===== src/design/hart_pkg.sv =====
`default_nettype none

package hart_pkg;

    //////////////////////////////
    // Widths and types
    //////////////////////////////
    localparam int XLEN     = 32;
    localparam int NUM_REGS = 32;

    typedef logic [XLEN-1:0]             word_t;
    typedef logic [$clog2(NUM_REGS)-1:0] reg_addr_t;

    // Sequential fetch only
    localparam word_t RESET_ADDR  = 32'h0000_0000;
    localparam word_t INSTR_BYTES = 32'd4;

    //////////////////////////////
    // Encodings
    //////////////////////////////
    localparam logic [6:0] OPC_OP     = 7'b0110011;
    localparam logic [6:0] OPC_OP_IMM = 7'b0010011;
    localparam logic [6:0] OPC_LUI    = 7'b0110111;

    // funct3 of OP and OP-IMM
    localparam logic [2:0] F3_ADD_SUB = 3'b000;
    localparam logic [2:0] F3_SLL     = 3'b001;
    localparam logic [2:0] F3_SLT     = 3'b010;
    localparam logic [2:0] F3_SLTU    = 3'b011;
    localparam logic [2:0] F3_XOR     = 3'b100;
    localparam logic [2:0] F3_SRL_SRA = 3'b101;
    localparam logic [2:0] F3_OR      = 3'b110;
    localparam logic [2:0] F3_AND     = 3'b111;

    // ALU operations, pass-b carries the LUI immediate
    typedef enum logic [3:0] {
        ALU_ADD    = 4'd0,
        ALU_SUB    = 4'd1,
        ALU_SLL    = 4'd2,
        ALU_SLT    = 4'd3,
        ALU_SLTU   = 4'd4,
        ALU_XOR    = 4'd5,
        ALU_SRL    = 4'd6,
        ALU_SRA    = 4'd7,
        ALU_OR     = 4'd8,
        ALU_AND    = 4'd9,
        ALU_PASS_B = 4'd10
    } alu_op_e;

endpackage

`default_nettype wire


===== src/design/fetch_stage.sv =====
`timescale 1ns/1ps
`default_nettype none

module fetch_stage (
    input  wire               i_clk,
    input  wire               i_arst_n,
    input  wire hart_pkg::word_t i_imem_rdata,
    output hart_pkg::word_t   o_imem_raddr,
    output logic              o_valid,
    output hart_pkg::word_t   o_pc,
    output hart_pkg::word_t   o_inst
);

    hart_pkg::word_t pc;

    // No branches, the pc only counts up
    always_ff @(posedge i_clk or negedge i_arst_n) begin
        if (!i_arst_n) begin
            pc      <= hart_pkg::RESET_ADDR;
            o_valid <= 1'b0;
        end else begin
            pc      <= pc + hart_pkg::INSTR_BYTES;
            o_valid <= 1'b1;
        end
    end

    // Memory read is combinational, capture word with its address
    always_ff @(posedge i_clk) begin
        o_pc   <= pc;
        o_inst <= i_imem_rdata;
    end

    assign o_imem_raddr = pc;

endmodule

`default_nettype wire


===== src/design/reg_file.sv =====
`timescale 1ns/1ps
`default_nettype none

module reg_file (
    input  wire                     i_clk,
    input  wire                     i_arst_n,
    input  wire hart_pkg::reg_addr_t i_rs1_addr,
    input  wire hart_pkg::reg_addr_t i_rs2_addr,
    input  wire                     i_wen,
    input  wire hart_pkg::reg_addr_t i_rd_addr,
    input  wire hart_pkg::word_t    i_rd_data,
    output hart_pkg::word_t         o_rs1_data,
    output hart_pkg::word_t         o_rs2_data
);

    hart_pkg::word_t regs [hart_pkg::NUM_REGS];

    always_ff @(posedge i_clk or negedge i_arst_n) begin
        if (!i_arst_n) begin
            for (int i = 0; i < hart_pkg::NUM_REGS; i++) begin
                regs[i] <= '0;
            end
        end else if (i_wen && (i_rd_addr != '0)) begin
            regs[i_rd_addr] <= i_rd_data;
        end
    end

    // x0 first, then the write in flight, then storage
    function automatic hart_pkg::word_t read_port(input hart_pkg::reg_addr_t addr);
        if (addr == '0) begin
            return '0;
        end
        if (i_wen && (addr == i_rd_addr)) begin
            return i_rd_data;
        end
        return regs[addr];
    endfunction

    always_comb begin
        o_rs1_data = read_port(i_rs1_addr);
        o_rs2_data = read_port(i_rs2_addr);
    end

    a_zero_reg_stays_zero : assert property (
        @(posedge i_clk) disable iff (!i_arst_n) regs[0] == '0
    );

endmodule

`default_nettype wire


===== src/design/decode_stage.sv =====
`timescale 1ns/1ps
`default_nettype none

module decode_stage (
    input  wire                     i_clk,
    input  wire                     i_arst_n,
    input  wire                     i_valid,
    input  wire hart_pkg::word_t    i_pc,
    input  wire hart_pkg::word_t    i_inst,
    input  wire hart_pkg::word_t    i_rs1_data,
    input  wire hart_pkg::word_t    i_rs2_data,
    output hart_pkg::reg_addr_t     o_rs1_addr,
    output hart_pkg::reg_addr_t     o_rs2_addr,
    output logic                    o_valid,
    output hart_pkg::word_t         o_pc,
    output hart_pkg::word_t         o_inst,
    output hart_pkg::reg_addr_t     o_rd_addr,
    output logic                    o_wen,
    output hart_pkg::alu_op_e       o_alu_op,
    output hart_pkg::word_t         o_op_a,
    output hart_pkg::word_t         o_op_b
);

    logic [6:0]        opcode;
    logic [2:0]        funct3;
    logic              funct7_b5;
    hart_pkg::word_t   imm_i;
    hart_pkg::word_t   imm_u;
    logic              dec_wen;
    hart_pkg::alu_op_e dec_alu_op;
    hart_pkg::word_t   dec_op_a;
    hart_pkg::word_t   dec_op_b;

    //////////////////////////////
    // Field extraction
    //////////////////////////////
    assign opcode     = i_inst[6:0];
    assign funct3     = i_inst[14:12];
    assign funct7_b5  = i_inst[30];
    assign o_rs1_addr = i_inst[19:15];
    assign o_rs2_addr = i_inst[24:20];

    assign imm_i = {{(hart_pkg::XLEN-12){i_inst[31]}}, i_inst[31:20]};
    assign imm_u = {i_inst[31:12], 12'b0};

    // Shared by OP and OP-IMM, alt picks sub or sra
    function automatic hart_pkg::alu_op_e alu_from_funct3(input logic [2:0] f3,
                                                          input logic       alt);
        case (f3)
            hart_pkg::F3_ADD_SUB: return alt ? hart_pkg::ALU_SUB : hart_pkg::ALU_ADD;
            hart_pkg::F3_SLL:     return hart_pkg::ALU_SLL;
            hart_pkg::F3_SLT:     return hart_pkg::ALU_SLT;
            hart_pkg::F3_SLTU:    return hart_pkg::ALU_SLTU;
            hart_pkg::F3_XOR:     return hart_pkg::ALU_XOR;
            hart_pkg::F3_SRL_SRA: return alt ? hart_pkg::ALU_SRA : hart_pkg::ALU_SRL;
            hart_pkg::F3_OR:      return hart_pkg::ALU_OR;
            default:              return hart_pkg::ALU_AND;
        endcase
    endfunction

    //////////////////////////////
    // Control decode
    //////////////////////////////
    always_comb begin
        dec_wen    = 1'b0;
        dec_alu_op = hart_pkg::ALU_ADD;
        dec_op_a   = i_rs1_data;
        dec_op_b   = i_rs2_data;
        case (opcode)
            hart_pkg::OPC_OP: begin
                dec_wen    = 1'b1;
                dec_alu_op = alu_from_funct3(funct3, funct7_b5);
            end
            hart_pkg::OPC_OP_IMM: begin
                // Only the right shift looks at bit 30, addi has no subtract
                dec_wen    = 1'b1;
                dec_alu_op = alu_from_funct3(funct3,
                                             funct7_b5 && (funct3 == hart_pkg::F3_SRL_SRA));
                dec_op_b   = imm_i;
            end
            hart_pkg::OPC_LUI: begin
                dec_wen    = 1'b1;
                dec_alu_op = hart_pkg::ALU_PASS_B;
                dec_op_a   = '0;
                dec_op_b   = imm_u;
            end
            // Unknown opcode retires as a no-op
            default: ;
        endcase
    end

    always_ff @(posedge i_clk or negedge i_arst_n) begin
        if (!i_arst_n) begin
            o_valid  <= 1'b0;
            o_wen    <= 1'b0;
            o_alu_op <= hart_pkg::ALU_ADD;
        end else begin
            o_valid  <= i_valid;
            o_wen    <= i_valid && dec_wen;
            o_alu_op <= dec_alu_op;
        end
    end

    always_ff @(posedge i_clk) begin
        o_pc      <= i_pc;
        o_inst    <= i_inst;
        o_rd_addr <= i_inst[11:7];
        o_op_a    <= dec_op_a;
        o_op_b    <= dec_op_b;
    end

endmodule

`default_nettype wire


===== src/design/execute_stage.sv =====
`timescale 1ns/1ps
`default_nettype none

module execute_stage (
    input  wire                     i_clk,
    input  wire                     i_arst_n,
    input  wire                     i_valid,
    input  wire hart_pkg::word_t    i_pc,
    input  wire hart_pkg::word_t    i_inst,
    input  wire hart_pkg::reg_addr_t i_rd_addr,
    input  wire                     i_wen,
    input  wire hart_pkg::alu_op_e  i_alu_op,
    input  wire hart_pkg::word_t    i_op_a,
    input  wire hart_pkg::word_t    i_op_b,
    output logic                    o_valid,
    output hart_pkg::word_t         o_pc,
    output hart_pkg::word_t         o_inst,
    output hart_pkg::reg_addr_t     o_rd_addr,
    output logic                    o_wen,
    output hart_pkg::word_t         o_result
);

    logic [4:0]      shamt;
    logic            lt_signed;
    logic            lt_unsigned;
    hart_pkg::word_t alu_result;

    //////////////////////////////
    // ALU
    //////////////////////////////
    assign shamt       = i_op_b[4:0];
    assign lt_signed   = $signed(i_op_a) < $signed(i_op_b);
    assign lt_unsigned = i_op_a < i_op_b;

    always_comb begin
        case (i_alu_op)
            hart_pkg::ALU_ADD:    alu_result = i_op_a + i_op_b;
            hart_pkg::ALU_SUB:    alu_result = i_op_a - i_op_b;
            hart_pkg::ALU_SLL:    alu_result = i_op_a << shamt;
            hart_pkg::ALU_SLT:    alu_result = {{(hart_pkg::XLEN-1){1'b0}}, lt_signed};
            hart_pkg::ALU_SLTU:   alu_result = {{(hart_pkg::XLEN-1){1'b0}}, lt_unsigned};
            hart_pkg::ALU_XOR:    alu_result = i_op_a ^ i_op_b;
            hart_pkg::ALU_SRL:    alu_result = i_op_a >> shamt;
            // Arithmetic shift keeps the sign of operand a
            hart_pkg::ALU_SRA:    alu_result = $signed(i_op_a) >>> shamt;
            hart_pkg::ALU_OR:     alu_result = i_op_a | i_op_b;
            hart_pkg::ALU_AND:    alu_result = i_op_a & i_op_b;
            hart_pkg::ALU_PASS_B: alu_result = i_op_b;
            default:              alu_result = '0;
        endcase
    end

    //////////////////////////////
    // Execute to writeback
    //////////////////////////////
    always_ff @(posedge i_clk or negedge i_arst_n) begin
        if (!i_arst_n) begin
            o_valid <= 1'b0;
            o_wen   <= 1'b0;
        end else begin
            o_valid <= i_valid;
            o_wen   <= i_wen;
        end
    end

    always_ff @(posedge i_clk) begin
        o_pc      <= i_pc;
        o_inst    <= i_inst;
        o_rd_addr <= i_rd_addr;
        o_result  <= alu_result;
    end

    // Decode must hand over a real operation with every valid instruction
    a_alu_op_defined : assert property (
        @(posedge i_clk) disable iff (!i_arst_n)
        i_valid |-> !$isunknown(i_alu_op) && (i_alu_op <= hart_pkg::ALU_PASS_B)
    );

endmodule

`default_nettype wire


===== src/design/hart.sv =====
`timescale 1ns/1ps
`default_nettype none

module hart (
    input  wire                  i_clk,
    input  wire                  i_arst_n,
    input  wire hart_pkg::word_t i_imem_rdata,
    output hart_pkg::word_t      o_imem_raddr,
    output logic                 o_retire_valid,
    output hart_pkg::word_t      o_retire_pc,
    output hart_pkg::word_t      o_retire_inst,
    output hart_pkg::reg_addr_t  o_retire_rd_waddr,
    output hart_pkg::word_t      o_retire_rd_wdata
);

    logic                f_valid;
    hart_pkg::word_t     f_pc;
    hart_pkg::word_t     f_inst;

    hart_pkg::reg_addr_t d_rs1_addr;
    hart_pkg::reg_addr_t d_rs2_addr;
    hart_pkg::word_t     d_rs1_data;
    hart_pkg::word_t     d_rs2_data;
    logic                d_valid;
    hart_pkg::word_t     d_pc;
    hart_pkg::word_t     d_inst;
    hart_pkg::reg_addr_t d_rd_addr;
    logic                d_wen;
    hart_pkg::alu_op_e   d_alu_op;
    hart_pkg::word_t     d_op_a;
    hart_pkg::word_t     d_op_b;

    logic                w_valid;
    hart_pkg::word_t     w_pc;
    hart_pkg::word_t     w_inst;
    hart_pkg::reg_addr_t w_rd_addr;
    logic                w_wen;
    hart_pkg::word_t     w_result;
    logic                rf_wen;

    //////////////////////////////
    // Fetch
    //////////////////////////////
    fetch_stage u_fetch (
        .i_clk        (i_clk),
        .i_arst_n     (i_arst_n),
        .i_imem_rdata (i_imem_rdata),
        .o_imem_raddr (o_imem_raddr),
        .o_valid      (f_valid),
        .o_pc         (f_pc),
        .o_inst       (f_inst)
    );

    //////////////////////////////
    // Decode and register file
    //////////////////////////////
    decode_stage u_decode (
        .i_clk      (i_clk),
        .i_arst_n   (i_arst_n),
        .i_valid    (f_valid),
        .i_pc       (f_pc),
        .i_inst     (f_inst),
        .i_rs1_data (d_rs1_data),
        .i_rs2_data (d_rs2_data),
        .o_rs1_addr (d_rs1_addr),
        .o_rs2_addr (d_rs2_addr),
        .o_valid    (d_valid),
        .o_pc       (d_pc),
        .o_inst     (d_inst),
        .o_rd_addr  (d_rd_addr),
        .o_wen      (d_wen),
        .o_alu_op   (d_alu_op),
        .o_op_a     (d_op_a),
        .o_op_b     (d_op_b)
    );

    // Writeback port, only bypass path in the pipeline
    reg_file u_reg_file (
        .i_clk      (i_clk),
        .i_arst_n   (i_arst_n),
        .i_rs1_addr (d_rs1_addr),
        .i_rs2_addr (d_rs2_addr),
        .i_wen      (rf_wen),
        .i_rd_addr  (w_rd_addr),
        .i_rd_data  (w_result),
        .o_rs1_data (d_rs1_data),
        .o_rs2_data (d_rs2_data)
    );

    //////////////////////////////
    // Execute
    //////////////////////////////
    execute_stage u_execute (
        .i_clk     (i_clk),
        .i_arst_n  (i_arst_n),
        .i_valid   (d_valid),
        .i_pc      (d_pc),
        .i_inst    (d_inst),
        .i_rd_addr (d_rd_addr),
        .i_wen     (d_wen),
        .i_alu_op  (d_alu_op),
        .i_op_a    (d_op_a),
        .i_op_b    (d_op_b),
        .o_valid   (w_valid),
        .o_pc      (w_pc),
        .o_inst    (w_inst),
        .o_rd_addr (w_rd_addr),
        .o_wen     (w_wen),
        .o_result  (w_result)
    );

    //////////////////////////////
    // Writeback and retire
    //////////////////////////////
    assign rf_wen = w_valid && w_wen;

    assign o_retire_valid    = w_valid;
    assign o_retire_pc       = w_pc;
    assign o_retire_inst     = w_inst;
    assign o_retire_rd_waddr = rf_wen ? w_rd_addr : '0;
    assign o_retire_rd_wdata = w_result;

endmodule

`default_nettype wire


===== config.mk =====
export PLATFORM = sky130hd
export DESIGN_NAME = hart
export DESIGN_NICKNAME = d
export VERILOG_FILES = /design/src/design/hart_pkg.sv /design/src/design/fetch_stage.sv /design/src/design/reg_file.sv /design/src/design/decode_stage.sv /design/src/design/execute_stage.sv /design/src/design/hart.sv
export SDC_FILE = /design/constraint.sdc
export NUM_CORES = 2
export LEC_CHECK = 0
export BUFFER_PORTS_ARGS = -buffer_cell sky130_fd_sc_hd__buf_4
export CAP_MARGIN = 40
export CORE_AREA = 10 10 388 315
export DETAILED_ROUTE_END_ITERATION = 6
export DIE_AREA = 0 0 398 325
export PLACE_DENSITY_LB_ADDON = 0.25
export SLEW_MARGIN = 20
export SYNTH_ARGS = -nofsm -noshare
export SYNTH_HDL_FRONTEND = slang
export SYNTH_SLANG_ARGS = --single-unit
export TNS_END_PERCENT = 100

===== constraint.sdc =====
create_clock -name i_clk -period 5.35 [get_ports i_clk]
set_input_delay 1.07 -clock i_clk [delete_from_list [all_inputs] [get_ports i_clk]]
set_output_delay 1.07 -clock i_clk [all_outputs]
set_load 0.03 [all_outputs]

==> flow_summary.json <==
{
  "ir_drop_mv": 0.3528,
  "vias": 52340,
  "io_buffer_count": 163,
  "viasPerCell": 7.301,
  "skew_ps": 49.61,
  "drtIter0Drc": 7299,
  "hold_buffers": 0,
  "syn_area_um2": 71420,
  "postRouteAntennaNets": 0,
  "fin_cells": 7169,
  "crit_path_start_kind": "flip-flop",
  "cts_tree": "built",
  "synth_seq_area_share_pct": 45.15,
  "grt_max_degree": 127,
  "finalInstanceArea_um2": 79990,
  "multiInputGateArea_um2": 36960,
  "syn2layout_area_growth_pct": 12.00,
  "start_util_pct": 62.64,
  "htreeDepth": 4,
  "setup_viol": 0,
  "dieArea_um2": 129400,
  "crit_required_ps": 6090,
  "grt_overflow": 0,
  "reg2reg_slack_ps": 1040,
  "finalSetupTns_ps": 0,
  "seqCellArea_um2": 32300,
  "seqPwrFrac_pct": 45.3,
  "synth_edf_count": 0,
  "postCtsSetupRepairBufs": 0,
  "grt_pass1_wl_um": 359300,
  "final_nets": 5659,
  "gp_congestion": 1.076,
  "root_buffer": "clkbuf_16",
  "hold_class": "primary input to async pin",
  "rsz0062_at_grt": "no",
  "hpwl_um": 161000,
  "die_w_um": 398,
  "comb_power_share_pct": 10.4,
  "cp-end-kind": "flip-flop",
  "clk_pin_slew_worst_paths_ps": 70,
  "synth_flop_cell": "dfrtp_1",
  "ys_types": 86,
  "ys_seq_elements": 1345,
  "numCtsBuffers": 135,
  "drive_gt1_share_pct": 38.84,
  "core_um2": 114000,
  "period_share_pct": 80.62,
  "layout_min_cycle_time_ps": 4313,
  "insertion_delay_ps": 810,
  "track_usage_pct": 37.39,
  "synth_cells": 5560,
  "dp.cells": 6907,
  "max_freq_mhz": 231.8,
  "path_class": "flip-flop to flip-flop",
  "routed_wl_um": 245600,
  "cellLeakagePower_nw": 36.22,
  "post_drt_wl_per_cell_um": 34.26,
  "slew_viol_final": 0,
  "arrival_ps": 5050,
  "p_clk_share_pct": 44.3,
  "finish.utilization_pct": 70.15,
  "switching_share_pct": 26.80,
  "cts.path.max_buffers": 3,
  "grt_pass1_vias": 52100,
  "switching_power_mw": 6.245,
  "drcViolationCount": 0,
  "io_pins": 168,
  "antenna_found_initial": 9,
  "avgSynthCellArea_um2": 12.85,
  "worst_slew_margin_rel_pct": 33.65,
  "nFillCells": 7812,
  "crit_fanout": 18,
  "post_cts_resized": 0,
  "cellInternalPower_mw": 17.05,
  "tightest_slew_ps": 995.2,
  "maxCapViolCount": 0,
  "clock_sinks": 1345,
  "hold_viol": 0,
  "p_per_area_nw_per_um2": 291.3,
  "power_mw": 23.30,
  "yosys_warnings": 0,
  "place_area_um2": 75070,
  "firstDrtPassIters": 6,
  "die_y_um": 325,
  "rows": 111,
  "synthArstFlopShare_pct": 79.03,
  "status": "complete, no violations"
}
stage by stage:
stage | hold slack, ps | worst slack [ps]
finish | 300.7 | 1037
floorplan | 309.6 | 1382
global route | 328.2 | 836.9
detailed placement | 312.1 | 1198
CTS | 322.9 | 1192
global placement | 309.6 | 1290
layer usage:
layer	GRT usage (%)	up-vias	share of wire, %	routed length [um]
li1	-	20970	-	-
met1	51.80	27200	39	96070
met2	52.95	3444	43	106700
met3	13.17	720	13	31170
met4	16.33	8	4.7	11620
met5	0.3418	-	0.022	54
cell usage in the layout, fill, tap and decap left out, types with 20 or more instances in the layout:
cell       Yosys  final
nand2_1      128    123
mux2_2       999    999
mux2_1        59     59
dfxtp_1      282    265
clkbuf_1     420     24
clkbuf_16      0    141
dfrtp_1     1063   1063
clkbuf_8       0     28
inv_1         94     94
buf_4          5    313
mux2i_1      253    253
buf_12         0     42
a21oi_1      227    227
o21bai_1      20     20
a22oi_1       78     78
ha_1          98     98
o21ai_0      125    125
nand3_1       42     36
mux4_2       511    511
nor3_1        46     43
nor2_1       315    294
o21ai_1      139    139
xnor2_1       44     44
nand4_1       21     21
o211ai_1      51     51
a221oi_1     105    105
cells in the mapped netlist, types with 94 or more instances:
cell type	count	area share [%]
o21ai_1	139	0.97
inv_1	94	0.49
nor2_1	315	1.7
nand2_1	128	0.67
dfrtp_1	1063	37
a221oi_1	105	1.3
ha_1	98	1.7
mux2_2	999	16
mux4_2	511	16
dfxtp_1	282	7.9
clkbuf_1	420	2.2
o21ai_0	125	0.88
mux2i_1	253	3.5
a21oi_1	227	1.6
path summary, 6_finish.rpt:
check                                    endpoint  cells past startpoint                from
max                        u_execute.o_result[31]                     11  u_decode.o_op_b[4]
min                          u_reg_file.regs[770]                      1            i_arst_n
max reg2reg                u_execute.o_result[31]                     11  u_decode.o_op_b[4]
min reg2reg                    u_execute.o_pc[16]                      0   u_decode.o_pc[16]
max in group asynchronous    u_reg_file.regs[255]                      2            i_arst_n
min in group i_clk             u_execute.o_pc[16]                      0   u_decode.o_pc[16]
cell families after synthesis:
logic type	Yosys count	share of synthesized area (%)
AND/OR/NAND/NOR	672	4.285
AO/OA/AOI/OAI	906	8.187
XOR/XNOR	56	0.6867
flip-flops	1345	45.15
other	2	0.01052
multiplexers	1822	36.34
adder cells (fa/ha/maj)	100	1.773
buffers and inverters	657	3.567
layout make-up:
class                           instances  area share, %
Tap cell                             1525          2.385
Clock inverter                         53          1.003
Timing Repair Buffer                  378          4.507
Sequential cell                      1345          40.38
Clock buffer                          193          5.006
Inverter                              104         0.4880
Antenna cell                           10        0.03129
Multi-Input combinational cell       3561          46.20
flip-flops by register name, indices dropped and copies added, names as in the netlist, 30 cells and up:
register	cells
u_decode.o_op_a	32
u_fetch.o_imem_raddr	30
u_execute.o_inst	32
u_execute.o_result	32
u_decode.o_inst	32
u_decode.o_op_b	32
u_decode.o_pc	30
u_fetch.o_pc	30
u_reg_file.regs	1024
u_execute.o_pc	30
u_fetch.o_inst	32
worst max-delay path, cell delays in order (launching register included):
cell	delay, ps
dfxtp_1	730
inv_2	260
ha_1	450
a21oi_1	340
o211ai_1	320
a41oi_1	590
a31oi_1	220
or3_1	380
o211ai_1	220
o21ai_0	260
o41ai_1	330
a21o_1	160
power by group through the flow:
| stage | sequential [mW] | clock (mW) | combinational, mW |
|---|---|---|---|
| after floorplan | 10.7 | 0 | 1.33 |
| final | 10.6 | 10.3 | 2.42 |
| after global routing | 10.6 | 10.8 | 2.55 |
| after global placement | 10.8 | 0 | 2.30 |
| after detailed placement | 10.7 | 0 | 2.35 |
| after CTS | 10.5 | 10.4 | 2.36 |
No activity file was read; power rests on OpenSTA's default activity.
